[src/source/cache_types_pkg.sv]
`default_nettype none

package cache_types_pkg;

    // ########################################################################
    // geometry
    // ########################################################################
    localparam int BLOCK_SIZE          = 4;
    localparam int BLOCK_OFF_BIT_LEN   = 2;
    localparam int BANKS_LEN           = 1;
    localparam int BLOCK_INDEX_BIT_LEN = 4;
    localparam int TAG_LEN             = 24;
    localparam int UUID_SIZE           = 8;
    localparam int CACHE_RW_SIZE       = 32;

    // word address, low index bits pick the bank
    typedef struct packed {
        logic [TAG_LEN-1:0]             tag;
        logic [BLOCK_INDEX_BIT_LEN-1:0] index;
        logic [BLOCK_OFF_BIT_LEN-1:0]   block_offset;
        logic [1:0]                     byte_off;
    } addr_t;

    typedef enum logic {
        READ  = 1'b0,
        WRITE = 1'b1
    } rw_e;

    typedef struct packed {
        addr_t                    addr;
        rw_e                      rw;
        logic [CACHE_RW_SIZE-1:0] store_value;
        logic [UUID_SIZE-1:0]     uuid;
    } mem_instr_t;

    typedef struct packed {
        logic [TAG_LEN-1:0]             tag;
        logic [BLOCK_INDEX_BIT_LEN-1:0] index;
    } block_addr_t;

    typedef struct packed {
        logic                                      valid;
        logic [UUID_SIZE-1:0]                      uuid;
        block_addr_t                               block_addr;
        logic [BLOCK_SIZE-1:0]                     write_status;
        logic [BLOCK_SIZE-1:0][CACHE_RW_SIZE-1:0]  write_block;
    } mshr_reg_t;

    typedef struct packed {
        logic                                      valid;
        logic                                      dirty;
        logic [TAG_LEN-1:0]                        tag;
        logic [BLOCK_SIZE-1:0][CACHE_RW_SIZE-1:0]  block;
    } cache_frame_t;

    typedef struct packed {
        logic                     hit;
        logic [CACHE_RW_SIZE-1:0] data;
        logic                     uuid_ready;
        logic [UUID_SIZE-1:0]     uuid;
    } cache_resp_t;

    typedef enum logic [1:0] {
        START,
        BLOCK_PULL,
        VICTIM_EJECT,
        FINISH
    } bank_state_e;

    // ########################################################################
    // wishbone classic
    // ########################################################################
    typedef struct packed {
        logic        cyc;
        logic        stb;
        logic        we;
        logic [31:0] adr;
        logic [31:0] dat_w;
    } wb_req_t;

    typedef struct packed {
        logic [31:0] dat_r;
        logic        ack;
    } wb_rsp_t;

endpackage

`default_nettype wire
[src/source/miss_tracker.sv]
`default_nettype none

module miss_tracker (
    input  logic                       CLK,
    input  logic                       nRST,
    input  logic                       miss_valid,
    input  cache_types_pkg::mem_instr_t req,
    input  logic                       fill_done,
    output logic                       accept,
    output cache_types_pkg::mshr_reg_t mshr_entry
);

    cache_types_pkg::mshr_reg_t entry, next_entry;
    logic same_block;
    logic is_store;
    logic alloc;
    logic merge;

    assign same_block = (req.addr.tag == entry.block_addr.tag)
                     && (req.addr.index == entry.block_addr.index);
    assign is_store   = (req.rw == cache_types_pkg::WRITE);

    // other blocks wait for the held miss, same block waits out the install
    assign accept     = !entry.valid || (same_block && !fill_done);
    assign mshr_entry = entry;

    assign alloc = miss_valid && !entry.valid;
    assign merge = miss_valid && is_store && (alloc || (entry.valid && same_block));

    always_comb begin : next_entry_logic
        next_entry = entry;

        if (alloc) begin
            next_entry.valid            = 1'b1;
            next_entry.uuid             = req.uuid;
            next_entry.block_addr.tag   = req.addr.tag;
            next_entry.block_addr.index = req.addr.index;
            next_entry.write_status     = '0;
        end

        // stores ride along with the fill
        if (merge) begin
            next_entry.write_status[req.addr.block_offset] = 1'b1;
            next_entry.write_block[req.addr.block_offset]  = req.store_value;
        end

        if (fill_done) begin
            next_entry.valid        = 1'b0;
            next_entry.write_status = '0;
        end
    end

    always_ff @(posedge CLK, negedge nRST) begin : entry_reg
        if (!nRST) begin
            entry <= '0;
        end else begin
            entry <= next_entry;
        end
    end

    // bank only finishes a fill it was handed
    a_fill_needs_entry: assert property (@(posedge CLK) disable iff (!nRST)
        fill_done |-> entry.valid);

endmodule

`default_nettype wire

[config.mk]
export PLATFORM = sky130hd
export DESIGN_NAME = miss_tracker
export DESIGN_NICKNAME = d
export VERILOG_FILES = /design/src/source/cache_types_pkg.sv /design/src/source/miss_tracker.sv
export SDC_FILE = /design/constraint.sdc
export NUM_CORES = 1
export LEC_CHECK = 0
export BUFFER_PORTS_ARGS = -buffer_cell sky130_fd_sc_hd__buf_2
export CORE_MARGIN = 2
export CORE_UTILIZATION = 45
export DETAILED_ROUTE_END_ITERATION = 16
export PLACE_DENSITY = 0.88
export SLEW_MARGIN = 20
export SYNTH_ARGS = -nofsm -noshare
export SYNTH_HDL_FRONTEND = slang
export SYNTH_SLANG_ARGS = --single-unit
[constraint.sdc]
create_clock -name CLK -period 1.95 [get_ports CLK]
set_clock_uncertainty 0.05 [all_clocks]
set_input_delay 0.195 -clock CLK [delete_from_list [all_inputs] [get_ports CLK]]
set_output_delay 0.195 -clock CLK [all_outputs]
set_load 0.01 [all_outputs]
Word-level counts from Yosys, hierarchy flattened
Index checks and enable logic that the tools add are counted.
{"block": "op_classes", "n_bitwise": 1, "n_mux": 9, "n_eq_ne": 2, "n_lt_le_gt_ge": 2, "reduce_logical": 12}
{"cell": "$mux W132", "n": 1}
{"cell": "$bwmux W128", "n": 1}
{"cell": "$demux W32 S2", "n": 1}
{"cell": "$mux W41", "n": 1}
{"cell": "$mux W32", "n": 1}
{"cell": "$eq A24 B24 Y1", "n": 1}
{"cell": "$logic_and A1 B1 Y1", "n": 7}
{"cell": "$eq A4 B4 Y1", "n": 1}
{"cell": "$mux W4", "n": 1}
{"cell": "$or A4 B4 Y4", "n": 1}
{"cell": "$lt A2 B3 Y1 const B", "n": 1}
{"cell": "$demux W1 S2", "n": 1}
{"cell": "$ge A2 B1 Y1 const B", "n": 1}
{"cell": "$logic_not A1 Y1", "n": 2}
{"cell": "$logic_or A1 B1 Y1", "n": 2}
{"cell": "$mux W1", "n": 2}
{"cell": "$reduce_bool A2 Y1", "n": 1}
{"block": "word_totals", "word_cells": 35, "in_bits": 77, "ff_bits": 169}

Longest topological paths before layout
{"block": "logic_depth", "depth_word": 7, "depth_mapped": 6, "ltp_nobuf": 5}

Least setup slack after synthesis
OpenSTA, ideal clock, no wires.
{"block": "synth_path", "path_type": "register to register", "from": "register entry, in the netlist mshr_entry[147]", "to": "register (tool-made name)", "t_required_ns": 1.775, "stages_incl_launch_ff": 7, "slack_ns": 0.006, "arrival_ns": 1.769, "path_cell_list": "dfrtp_1 > xnor2_1 > nand4_1 > nor4_4 > a21oi_2 > buf_6 > mux2_2"}
{"element": "from (decl)", "line": "miss_tracker.sv:13", "rtl": "cache_types_pkg::mshr_reg_t entry, next_entry;"}
{"element": "from (signal assigned)", "line": "miss_tracker.sv:57", "rtl": "entry <= next_entry;"}

Worst setup path in the final report
{"block": "layout_path", "from": "register entry, in the netlist mshr_entry[138]", "to": "output port accept"}
{"block": "layout_between", "elab_chain_len": 4}
{"element": "$eq A24 B24 Y1", "line": "miss_tracker.sv:19", "rtl": "assign same_block = (req.addr.tag == entry.block_addr.tag)"}
{"element": "$logic_and A1 B1 Y1", "line": "miss_tracker.sv:20", "rtl": "&& (req.addr.index == entry.block_addr.index);"}
{"element": "$logic_and A1 B1 Y1", "line": "miss_tracker.sv:24", "rtl": "assign accept = !entry.valid || (same_block && !fill_done);"}
{"element": "$logic_or A1 B1 Y1", "line": "miss_tracker.sv:24"}
{"element": "to (decl)", "line": "miss_tracker.sv:9", "rtl": "output logic accept,"}
Every way passes these cells.

==> results.json <==
{
  "wl_per_cell_um": 16.7,
  "power_density_mw_per_mm2": 1090,
  "cts_buffers": 17,
  "ir_drop_mv": 0.757,
  "dp_hpwl_um": 11300,
  "seq_area_frac_synth": 0.629,
  "die_area_sq_mm": 0.0159,
  "worstPathArrival_ns": 1.90,
  "layout-drive-gt1-share": 0.543,
  "final_hold_viol_count": 0,
  "yosys-top-cells-area": "dfrtp_1 63%, mux2_2 21%, nand2_1 6.4%",
  "fill_cells": 984,
  "row_count": 44,
  "status": "finished with violations",
  "syn_inst": 493,
  "synthMuxAreaShare": 0.214,
  "violations": "setup timing",
  "drt-pass1-iter-count": 4,
  "synthSimpleGateAreaFrac": 0.0880,
  "cts.sinks": 169,
  "ys_types": 16,
  "synth_adder_area_share": 0,
  "synth_xor_area_frac": 0.0365,
  "layout_min_cycle_time_ns": 2.14,
  "slew_violations": 0,
  "gp_congestion": 0.836,
  "fp.dieH_um": 126,
  "path_class": "reg -> out",
  "synth-compound-area-share": 0.00818,
  "placed_area_sq_mm": 0.00849,
  "ios": 247,
  "r2r_start": "mshr_entry[138]",
  "grt_pass1_wl_um": 28000,
  "setup_viol": 130,
  "htreeDepth": 4,
  "hold_depth": 2,
  "cap_violations": 0,
  "final_cells": 1044,
  "path_max_fanout": 2,
  "clk_latency_ns": 0.41,
  "p_leak_uw": 0.00499,
  "cts_tree": "built",
  "synth_flop_cell": "dfrtp_1",
  "fmaxAchievable_mhz": 466,
  "fin_area_sq_mm": 0.00985,
  "vias_per_cell": 5.00,
  "synthArstFlopShare": 1.00,
  "die_w_um": 126,
  "ant_nets": 0,
  "synth_nets": 570,
  "yosysTopAreaCellShare": 0.629,
  "grt_use_total": 0.224,
  "multiInputGateArea_sq_mm": 0.00241,
  "place.port_buffers": 244,
  "seqCellArea_sq_mm": 0.00423,
  "diodes": 0,
  "ff2ff_path_depth": 8,
  "synth_largest_area_cell": "dfrtp_1",
  "grt_overflow": 0,
  "synth_top_family_by_area": "multiplexers",
  "min_from": "req[26]",
  "path_clk_slew_ns": 0.06,
  "worst_slew_margin_rel": 0.695,
  "synth_edf_count": 0,
  "antenna_found_initial": 0,
  "core_sq_mm": 0.0146,
  "cts-root-buf": "clkbuf_16",
  "wl_um": 17400,
  "worst_slew_pin_slew_ns": 0.457,
  "clockBufferDepth": 2,
  "crit_required_ns": 1.70,
  "pre_cts_ws_ns": -0.0955,
  "first_iter_violations": 192,
  "setup_ws_ns": -0.194,
  "synth_common_cells": "169 x dfrtp_1, 128 x mux2_2, 114 x nand2_1, 28 x xnor2_1, 12 x buf_6",
  "p_total_uw": 10700,
  "cp-end-kind": "output pin",
  "syn2layout_area_growth_pct": 46.4,
  "final_nets": 926,
  "grt_pass1_vias": 5512,
  "drc_errors": 0,
  "synth_seq_cells": 169,
  "start_kind": "register",
  "synth_warnings": 0,
  "grt_max_degree": 48,
  "final.setup.tns_ns": -19.66,
  "timing.reg2reg.setup_slack_ns": -0.17,
  "hold_class": "in -> reg",
  "synth.avg_cell_area_sq_um": 13.6,
  "syn_area_sq_mm": 0.00673,
  "yosysMostFrequentCell": "dfrtp_1",
  "start_util": 0.461,
  "rsz0062_at_grt": "yes",
  "finalCritPeriodShare": 1.10,
  "via_count": 5224,
  "dp_cells": 943
}
through the flow:
step / utilization / hold slack, ns
after global routing: 0.675 / 0.00253
after CTS: 0.674 / 0.00156
final: 0.675 / 0.0234
after floorplan: - / -0.151
after detailed placement: 0.582 / 0.110
after global placement: 0.582 / 0.109
where the power goes:
part	switching (uW)	internal (uW)	leakage (uW)
Sequential	392	4260	0.00206
Combinational	1240	1360	0.00262
Clock	1320	2150	0.000302
critical path: stages (launching register included):
cell	delay, ns
dfrtp_1	0.42
xnor2_2	0.19
nand4_1	0.20
nor4_4	0.30
buf_6	0.13
nand2_2	0.04
nand2_2	0.09
buf_6	0.11
cell usage in the layout (no fill, tap or decap), types with 4 or more instances in the layout:
| master | n |
|---|---|
| xnor2_1 | 26 |
| buf_4 | 41 |
| nand2_1 | 112 |
| nor2_1 | 7 |
| a21oi_4 | 4 |
| dlygate4sd3_1 | 61 |
| clkbuf_16 | 17 |
| nand4_1 | 8 |
| clkbuf_8 | 4 |
| dfrtp_1 | 169 |
| mux2_2 | 128 |
| buf_12 | 10 |
| buf_2 | 242 |
worst max path at each step:
| stage | from | endpoint | slack [ns] |
|---|---|---|---|
| 6_report | mshr_entry[138] | accept | -0.19 |
| 3_5_place_dp | mshr_entry[137] | register | -0.1 |
| 2_1_floorplan | mshr_entry[147] | register | 0.006 |
| 4_1_cts | mshr_entry[143] | accept | -0.16 |
| 3_3_place_gp | mshr_entry[146] | register | -0.01 |
| 5_1_grt | mshr_entry[138] | accept | -0.28 |
routing by layer:
| metal | track usage | wire, um | up-vias | part of all wire |
|---|---|---|---|---|
| met5 | 0 | 0 | - | 0 |
| met4 | 0.0899 | 562 | 0 | 0.032 |
| met3 | 0.0671 | 1160 | 48 | 0.067 |
| met2 | 0.391 | 9090 | 206 | 0.52 |
| met1 | 0.258 | 6620 | 2588 | 0.38 |
| li1 | - | - | 2382 | - |
cell type report:
cell class	count	area share
flip-flops and latches	169	0.429
clock inverters	9	0.0140
well taps	184	0.0234
multi-input cells	304	0.245
clock buffers	21	0.0488
repair buffers	357	0.240
kinds of logic (layout without fill, tap and decap cells):
family                    count (synthesis)  count (layout)
DFF                                     169             169
muxes                                   128             128
xor gates and xnor gates                 28              28
AOI/OAI and AO/OA                         8               8
buffers and inverters                    20             387
and+or+nand+nor                         140             140
what timing repair did:
action,CTS,global route
resized for setup,8,2
endpoints found under the setup margin,129,133
buffers inserted,9,1
pin swaps,16,5
endpoints found under the hold margin,139,0
hold buffers,61,0
Power figures use the tool's default switching activity.
