`src/source/cache_types_pkg.sv`:
```
`default_nettype none

package cache_types_pkg;

    // ########################################################################
    // geometry
    // ########################################################################
    localparam int BLOCK_SIZE          = 4;
    localparam int BLOCK_OFF_BIT_LEN   = 2;
    localparam int BANKS_LEN           = 1;
    localparam int BLOCK_INDEX_BIT_LEN = 4;
    localparam int TAG_LEN             = 24;
    localparam int UUID_SIZE           = 8;
    localparam int CACHE_RW_SIZE       = 32;

    // word address, low index bits pick the bank
    typedef struct packed {
        logic [TAG_LEN-1:0]             tag;
        logic [BLOCK_INDEX_BIT_LEN-1:0] index;
        logic [BLOCK_OFF_BIT_LEN-1:0]   block_offset;
        logic [1:0]                     byte_off;
    } addr_t;

    typedef enum logic {
        READ  = 1'b0,
        WRITE = 1'b1
    } rw_e;

    typedef struct packed {
        addr_t                    addr;
        rw_e                      rw;
        logic [CACHE_RW_SIZE-1:0] store_value;
        logic [UUID_SIZE-1:0]     uuid;
    } mem_instr_t;

    typedef struct packed {
        logic [TAG_LEN-1:0]             tag;
        logic [BLOCK_INDEX_BIT_LEN-1:0] index;
    } block_addr_t;

    typedef struct packed {
        logic                                      valid;
        logic [UUID_SIZE-1:0]                      uuid;
        block_addr_t                               block_addr;
        logic [BLOCK_SIZE-1:0]                     write_status;
        logic [BLOCK_SIZE-1:0][CACHE_RW_SIZE-1:0]  write_block;
    } mshr_reg_t;

    typedef struct packed {
        logic                                      valid;
        logic                                      dirty;
        logic [TAG_LEN-1:0]                        tag;
        logic [BLOCK_SIZE-1:0][CACHE_RW_SIZE-1:0]  block;
    } cache_frame_t;

    typedef struct packed {
        logic                     hit;
        logic [CACHE_RW_SIZE-1:0] data;
        logic                     uuid_ready;
        logic [UUID_SIZE-1:0]     uuid;
    } cache_resp_t;

    typedef enum logic [1:0] {
        START,
        BLOCK_PULL,
        VICTIM_EJECT,
        FINISH
    } bank_state_e;

    // ########################################################################
    // wishbone classic
    // ########################################################################
    typedef struct packed {
        logic        cyc;
        logic        stb;
        logic        we;
        logic [31:0] adr;
        logic [31:0] dat_w;
    } wb_req_t;

    typedef struct packed {
        logic [31:0] dat_r;
        logic        ack;
    } wb_rsp_t;

endpackage

`default_nettype wire
```
`src/source/ram_port_arbiter.sv`:
```
`default_nettype none

module ram_port_arbiter (
    input  logic                     CLK,
    input  logic                     nRST,
    input  cache_types_pkg::wb_req_t bank_req0,
    input  cache_types_pkg::wb_req_t bank_req1,
    output cache_types_pkg::wb_rsp_t bank_rsp0,
    output cache_types_pkg::wb_rsp_t bank_rsp1,
    output cache_types_pkg::wb_req_t wb_out,
    input  cache_types_pkg::wb_rsp_t wb_in
);

    logic owner;
    logic owner_valid;
    logic rr_next;
    logic held;
    logic sel;
    logic grant;
    cache_types_pkg::wb_req_t sel_req;

    // owner keeps the port until it drops cyc
    assign held = owner_valid && (owner ? bank_req1.cyc : bank_req0.cyc);

    always_comb begin : select
        if (held) begin
            sel = owner;
        end else if (rr_next ? bank_req1.cyc : bank_req0.cyc) begin
            sel = rr_next;
        end else begin
            sel = !rr_next;
        end
    end

    assign sel_req = sel ? bank_req1 : bank_req0;
    assign grant   = sel_req.cyc;
    assign wb_out  = grant ? sel_req : '0;

    always_comb begin : route_rsp
        bank_rsp0.dat_r = wb_in.dat_r;
        bank_rsp1.dat_r = wb_in.dat_r;
        bank_rsp0.ack   = grant && !sel && wb_in.ack;
        bank_rsp1.ack   = grant && sel && wb_in.ack;
    end

    always_ff @(posedge CLK, negedge nRST) begin : owner_regs
        if (!nRST) begin
            owner       <= 1'b0;
            owner_valid <= 1'b0;
            rr_next     <= 1'b0;
        end else begin
            owner       <= sel;
            owner_valid <= grant;
            // fresh grant hands priority to the other bank
            if (grant && !held) begin
                rr_next <= !sel;
            end
        end
    end

    a_one_ack: assert property (@(posedge CLK) disable iff (!nRST)
        $onehot0({bank_rsp0.ack, bank_rsp1.ack}));

    // RAM must not ack an idle bus, or the ack gets lost
    a_ack_owned: assert property (@(posedge CLK) disable iff (!nRST)
        wb_in.ack |-> $onehot({bank_rsp0.ack, bank_rsp1.ack}));

endmodule

`default_nettype wire

```
`config.mk`:
```
export PLATFORM = sky130hd
export DESIGN_NAME = ram_port_arbiter
export DESIGN_NICKNAME = d
export VERILOG_FILES = /design/src/source/cache_types_pkg.sv /design/src/source/ram_port_arbiter.sv
export SDC_FILE = /design/constraint.sdc
export NUM_CORES = 1
export LEC_CHECK = 0
export BUFFER_PORTS_ARGS = -buffer_cell sky130_fd_sc_hd__buf_4
export CAP_MARGIN = 20
export CORE_AREA = 5 5 116 118
export CTS_CLUSTER_DIAMETER = 100
export DETAILED_ROUTE_END_ITERATION = 7
export DIE_AREA = 0 0 121 123
export PLACE_DENSITY = 0.48
export SYNTH_ARGS = -nofsm -noshare
export SYNTH_HDL_FRONTEND = slang
export SYNTH_SLANG_ARGS = --single-unit
export TNS_END_PERCENT = 1
```
`constraint.sdc`:
```
create_clock -name CLK -period 2.2 [get_ports CLK]
set_input_delay 0.44 -clock CLK [delete_from_list [all_inputs] [get_ports CLK]]
set_output_delay 0.44 -clock CLK [all_outputs]
set_load 0.005 [all_outputs]
```
; Word level (Yosys, flattened, before mapping)
; Index checks and enable logic that the tools add are counted.
[word_totals]
regBits = 3
input_bits = 169
out_inout_bits = 133
[op_classes]
muxes = 6
reduce_logical = 9
[op_table]
columns = cell, count
row1 = 2-to-1 mux 67 bit, 2
row2 = logical AND 1 bit, 6
row3 = 2-to-1 mux 1 bit, 4
row4 = zero test 1 bit, 3

; Depth between registers and ports, before layout
; Gate-level depths: netlist (run 1).
[depth]
word_depth = 6
mapped_depth = 5
depth_no_buf = 3

; Worst setup path before layout (run 1)
; OpenSTA, ideal clock, no wires.
[synth_timing]
path_kind = register -> output
from = reg owner_valid
to = out wb_out[36] in the netlist's numbering
arrival_ns = 1.292
t_required_ns = 1.760
path_slack_ns = 0.468
stages_incl_launch_ff = 6
path_buffers = 2
cell_sequence = dfrtp_1 -> mux2i_1 -> a21oi_2 -> buf_4 -> buf_6 -> a22o_1
[synth_rtl]
columns = element, line_no
row1 = from (decl), ram_port_arbiter.sv:15  ; logic owner_valid;
row2 = from (signal assigned), ram_port_arbiter.sv:53  ; owner_valid <= grant;
row3 = to (decl), ram_port_arbiter.sv:10  ; output cache_types_pkg::wb_req_t wb_out,

==> results of run 1 <==
==> cell families after synthesis <==
kind of cell / count (synthesis)
AO/OA/AOI/OAI: 72
flip-flops: 3
XOR/XNOR: 1
multiplexers: 1
buffers and inverters: 79
AND/OR/NAND/NOR: 6
==> worst paths after layout <==
| path | to |
|---|---|
| hold reg to reg | rr_next |
| hold / removal | rr_next |
| max in group asynchronous | owner_valid |
| setup reg to reg | owner |
| min in group asynchronous | owner |
| setup / recovery | wb_out[58] |
==> synthesized netlist by cell type <==
master and count:
buf_4 69, a22o_1 66, buf_2 6, a21oi_1 3, buf_6 3, dfrtp_1 3, and2_1 2, nor2_1 2
a21oi_2 1, and3_1 1, inv_1 1, mux2i_1 1, o21a_1 1, o21ai_0 1, or2_2 1, xnor2_1 1
==> stage by stage <==
stage / hold WS (ns) / utilization / instance area, um^2
2_1_floorplan: 0.1444 / - / 1326
3_3_place_gp: 0.2289 / 0.2083 / 2575
3_5_place_dp: 0.2327 / 0.2083 / 2575
4_1_cts: 0.4314 / 0.2172 / 2685
5_1_grt: 0.4635 / 0.2194 / 2713
6_report: 0.4317 / 0.2194 / 2713
==> power by group through the flow <==
stage          clock network [mW]  logic [mW]  registers, mW
4_1_cts                     0.293       0.761         0.0798
5_1_grt                     0.299       0.819         0.0826
3_5_place_dp                    0       0.745         0.0761
3_3_place_gp                    0       0.745         0.0746
6_report                    0.288       0.758         0.0802
2_1_floorplan                   0       0.368         0.0726
==> final cells by class <==
| cell class | count | area share |
|---|---|---|
| clock buffers | 4 | 0.02906 |
| inverters | 1 | 0.001384 |
| multi-input cells | 80 | 0.2652 |
| flip-flops and latches | 3 | 0.02768 |
| well taps | 172 | 0.07934 |
| repair buffers | 210 | 0.5973 |
==> repair_timing <==
action | in CTS | in global routing
hold buffers | 1 | 0
pin swaps | 0 | 2
setup endpoints to repair | 55 | 48
hold endpoints to repair | 2 | 0
resized for setup | 3 | 4
==> per-layer routing <==
layer	vias up	share of wire	track usage
li1	818	-	-
met1	778	0.37	0.1025
met2	141	0.48	0.1431
met3	31	0.12	0.02882
met4	2	0.031	0.03329
met5	-	0.0015	0
==> state kept, by name, indices dropped and copies added, names as in the netlist <==
register	count
owner	1
owner_valid	1
rr_next	1
==> flow_metrics.env, run 1 <==
export IMPL_ys_ff_latch=3
export IMPL_syn_nets=331
export IMPL_hold_violations=0
export IMPL_rr_startpoint="owner_valid"
export IMPL_syn_avg_cell_area_um2=8.187
export IMPL_grt_antenna_before_repair=1
export IMPL_setup_tns_ns=0
export IMPL_maxCapViolCount=0
export IMPL_p_leak_nw=1.425
export IMPL_clockPowerShare=0.256
export IMPL_gp_congestion=0.7242
export IMPL_post_cts_buffers=0
export IMPL_crit_path_start="owner_valid"
export IMPL_synthXorXnorAreaFrac=0.006604
export IMPL_synth_top_family_by_area="compound AO/OA/AOI/OAI gates"
export IMPL_synth_compound_area_share=0.4632
export IMPL_synth_warnings=0
export IMPL_synth_cell_types=16
export IMPL_synthesis_area_um2=1326
export IMPL_multiInputGateArea_um2=719.4
export IMPL_synth_fa_ha_area_frac=0
export IMPL_routed_wl_um=7522
export IMPL_p_per_area_nw_per_um2=415.1
export IMPL_fillers=1343
export IMPL_cts_made_buffers=3
export IMPL_p_sw_mw=0.3439
export IMPL_die_w_um=121
export IMPL_clk_path_buf_depth=2
export IMPL_hold_class="in -> reg"
export IMPL_worst_path_largest_cell_delay_ns=0.42
export IMPL_synth_mux_area_fraction=0.007547
export IMPL_cts_sinks=3
export IMPL_start_util=0.1073
export IMPL_core_region_area_um2=12360
export IMPL_drtIter0Drc=47
export IMPL_path_max_fanout=37
export IMPL_worst_ep_required_time_ns=1.76
export IMPL_path_clk_slew_ns=0.03
export IMPL_crit_family="flip-flops"
export IMPL_combPwrFrac=0.673
export IMPL_synth_area_leaders="a22o_1 44%, buf_4 39%, dfrtp_1 5.7%"
export IMPL_dp_cells=465
export IMPL_finalSetupViolations=0
export IMPL_n_antenna_cell=0
export IMPL_route_vias_total=1770
export IMPL_critical_path_class="reg -> out"
export IMPL_grt_usage=0.08598
export IMPL_fmax_mhz=470.0
export IMPL_crit_path_top_delay_cell="dfrtp_1"
export IMPL_yosys_area_top_type="a22o_1"
export IMPL_mostFrequentLayoutCells="205 x buf_4, 63 x a22o_1"
export IMPL_finalCritPeriodShare=0.9671
export IMPL_r2r_slack_ns=1.21
export IMPL_fin_nets=468
export IMPL_ant_nets=0
export IMPL_first_pass_iters=4
export IMPL_cts_tree="yes"
export IMPL_htree_levels=1
export IMPL_final_common_cell="buf_4"
export IMPL_crit_path_end_kind="output port"
export IMPL_outcome="completed"
export IMPL_grt_max_degree=38
export IMPL_stdcell_count=470
export IMPL_worstHoldPathCells=2
export IMPL_rsz0062_at_grt="yes"
export IMPL_path_depth=5
export IMPL_startpoint_type="flop"
export IMPL_holdCritStartpoint="bank_req1[66]"
export IMPL_place_port_buffers=205
export IMPL_die_area_um2=14880
export IMPL_grt_ovfl_total=0
export IMPL_report_final_slew_viol_count=0
export IMPL_clockRootBuffer="clkbuf_16"
export IMPL_areaGrowthSynthToFinish_pct=104.5
export IMPL_tightest_slew_ns=0.2235
export IMPL_clock_latency_ns=0.22
export IMPL_layout_setup_ws_ns=0.07247
export IMPL_drive_gt1_frac=0.7349
export IMPL_dp_worst_setup_slack_ns=0.1382
export IMPL_finalPower_mw=1.126
export IMPL_rr_worst_depth=2
export IMPL_grt_pass1_wl_um=10180
export IMPL_fp_dieH_um=123
export IMPL_row_count=41
export IMPL_cp_cell_sequence="mux2i_4, o21a_4, buf_12, a22o_1, buf_4"
export IMPL_vdd_drop_max_mv=0.1473
export IMPL_vias_per_cell=3.766
export IMPL_hpwl_um=6336
export IMPL_wl_per_cell_um=16.00
export IMPL_ioPinCount=302
export IMPL_yosys_area_share_simple=0.02453
export IMPL_postSynthCellCount=162
export IMPL_critical_path_arrival_ns=1.69
export IMPL_p_int_mw=0.7820
export IMPL_fin_crit_ns=2.128
export IMPL_synth_top_cell_area_share=0.4358
export IMPL_skew_ns=0.001519
export IMPL_ys_seq_area_frac=0.05660
export IMPL_path_buf_inv=2
export IMPL_seqPwrFrac=0.071
export IMPL_regArea_um2=75.07
export IMPL_drc_errors=0
export IMPL_switching_share=0.3055
export IMPL_slew_headroom=0.8478
export IMPL_first_global_vias=1912
Power figures use the tool's default switching activity.
==> run 2: changes to the inputs <==
--- a/config.mk
+++ b/config.mk
@@ -11,6 +11,7 @@
 export CTS_CLUSTER_DIAMETER = 100
 export DETAILED_ROUTE_END_ITERATION = 7
 export DIE_AREA = 0 0 121 123
+export MAX_ROUTING_LAYER = met4
 export PLACE_DENSITY = 0.48
 export SYNTH_ARGS = -nofsm -noshare
 export SYNTH_HDL_FRONTEND = slang
==> flow_metrics.env, run 2 (same netlist as run 1, synthesis figures left out) <==
export IMPL_fillers=1342
export IMPL_drtIter0Drc=41
export IMPL_post_cts_buffers=0
export IMPL_cts_made_buffers=3
export IMPL_crit_path_top_delay_cell="dfrtp_1"
export IMPL_hold_violations=0
export IMPL_fp_dieH_um=123
export IMPL_areaGrowthSynthToFinish_pct=104.7
export IMPL_rr_endpoint="owner"
export IMPL_die_w_um=121
export IMPL_vdd_drop_max_mv=0.1473
export IMPL_ioPinCount=302
export IMPL_tightest_slew_ns=0.2234
export IMPL_clock_latency_ns=0.22
export IMPL_p_per_area_nw_per_um2=414.8
export IMPL_p_leak_nw=1.425
export IMPL_place_port_buffers=205
export IMPL_critical_path_arrival_ns=1.70
export IMPL_grt_antenna_before_repair=1
export IMPL_wl_per_cell_um=15.90
export IMPL_first_pass_iters=4
export IMPL_path_buf_inv=2
export IMPL_path_clk_slew_ns=0.03
export IMPL_crit_path_end_kind="output port"
export IMPL_hpwl_um=6336
export IMPL_fin_crit_ns=2.137
export IMPL_final_cell_area_um2=2715
export IMPL_slew_headroom=0.8479
export IMPL_fin_nets=468
export IMPL_clockRootBuffer="clkbuf_16"
export IMPL_setup_tns_ns=0
export IMPL_cts_sinks=3
export IMPL_first_global_vias=1921
export IMPL_path_max_fanout=37
export IMPL_outcome="completed"
export IMPL_grt_usage=0.08843
export IMPL_finalCritPeriodShare=0.9712
export IMPL_vias_per_cell=3.803
export IMPL_route_vias_total=1791
export IMPL_path_depth=5
export IMPL_rr_worst_depth=2
export IMPL_htree_levels=1
export IMPL_grt_ovfl_total=0
export IMPL_start_util=0.1073
export IMPL_skew_ns=0.001520
export IMPL_row_count=41
export IMPL_core_region_area_um2=12360
export IMPL_clk_path_buf_depth=2
export IMPL_holdWs_ns=0.4317
export IMPL_worst_ep_required_time_ns=1.76
export IMPL_worst_path_largest_cell_delay_ns=0.42
export IMPL_cts_tree="yes"
export IMPL_drive_gt1_frac=0.7349
export IMPL_finalSetupViolations=0
export IMPL_ant_nets=0
export IMPL_mostFrequentLayoutCells="205 x buf_4, 63 x a22o_1"
export IMPL_crit_path_start="owner_valid"
export IMPL_startpoint_type="flop"
export IMPL_gp_congestion=0.7328
export IMPL_rsz0062_at_grt="yes"
export IMPL_grt_max_degree=38
export IMPL_hold_class="in -> reg"
export IMPL_endpoint="wb_out[51]"
export IMPL_drc_errors=0
export IMPL_cp_cell_sequence="mux2i_4, o21a_4, buf_12, a22o_1, buf_4"
export IMPL_reg_largest_list="owner: 1 flops, owner_valid: 1 flops, rr_next: 1 flops"
export IMPL_routed_wl_um=7490
export IMPL_maxCapViolCount=0
export IMPL_placed_area_um2=2575
export IMPL_fmax_mhz=468.0
export IMPL_final_common_cell="buf_4"
export IMPL_grt_pass1_wl_um=10180
export IMPL_critical_path_class="reg -> out"
export IMPL_crit_family="flip-flops"
export IMPL_report_final_slew_viol_count=0
export IMPL_die_area_um2=14880
export IMPL_rr_startpoint="owner_valid"
export IMPL_r2r_slack_ns=1.21
==> run 2: cell count changes in the layout (fill, tap and decap cells not counted) <==
cell and change:
diode_2 +1
==> run 2: what timing repair did <==
item | CTS | global route
resized for setup | 3 | 4
endpoints found under the setup margin | 55 | 48
endpoints found under the hold margin | 2 | 0
hold buffers | 1 | 0
pin swaps | 0 | 2
==> run 2: power breakdown <==
group	leakage, nW	switching [mW]	internal, mW
clock network	0.0382	0.0490	0.239
registers	0.0331	0.0156	0.0644
logic	1.35	0.280	0.479
total	1.43	0.344	0.782
==> run 2: worst min-delay path by stage <==
stage                        from  endpoint  slack (ns)  cells past startpoint
floorplan                    nRST     owner        0.14                      0
global placement             nRST   rr_next        0.23                      1
detailed placement           nRST     owner        0.23                      1
CTS                 bank_req1[66]   rr_next        0.43                      2
global route        bank_req1[66]   rr_next        0.46                      2
finish              bank_req1[66]   rr_next        0.43                      2
==> run 2: worst reg2reg max path: stages (launching register included) <==
cell and delay (ns):
dfrtp_1 0.42, mux2i_4 0.33, a21oi_1 0.11
==> run 2: layout make-up <==
type	count	area, um^2	share of cell area
Clock buffer	4	78.83	0.02903
Timing Repair Buffer	210	1620	0.5968
Tap cell	172	215.2	0.07926
Antenna cell	1	2.502	0.0009217
Inverter	1	3.754	0.001382
Multi-Input combinational cell	80	719.4	0.2650
Sequential cell	3	75.07	0.02765
==> run 2: per-stage QoR <==
stage | instances | utilization | setup slack (ns) | power, mW
3_5_place_dp | 465 | 0.2083 | 0.1382 | 0.8210
5_1_grt | 471 | 0.2196 | -0.004130 | 1.200
4_1_cts | 470 | 0.2172 | 0.003128 | 1.133
6_report | 471 | 0.2196 | 0.06332 | 1.126
3_3_place_gp | 465 | 0.2083 | 0.1598 | 0.8193
2_1_floorplan | 162 | - | 0.4676 | 0.4409
==> run 2: routing by layer <==
layer,part of all wire,vias to the layer above,GRT usage
met5,0,-,-
li1,-,820,-
met4,0.031,0,0.03329
met2,0.48,143,0.1435
met3,0.11,29,0.02516
met1,0.38,799,0.1044
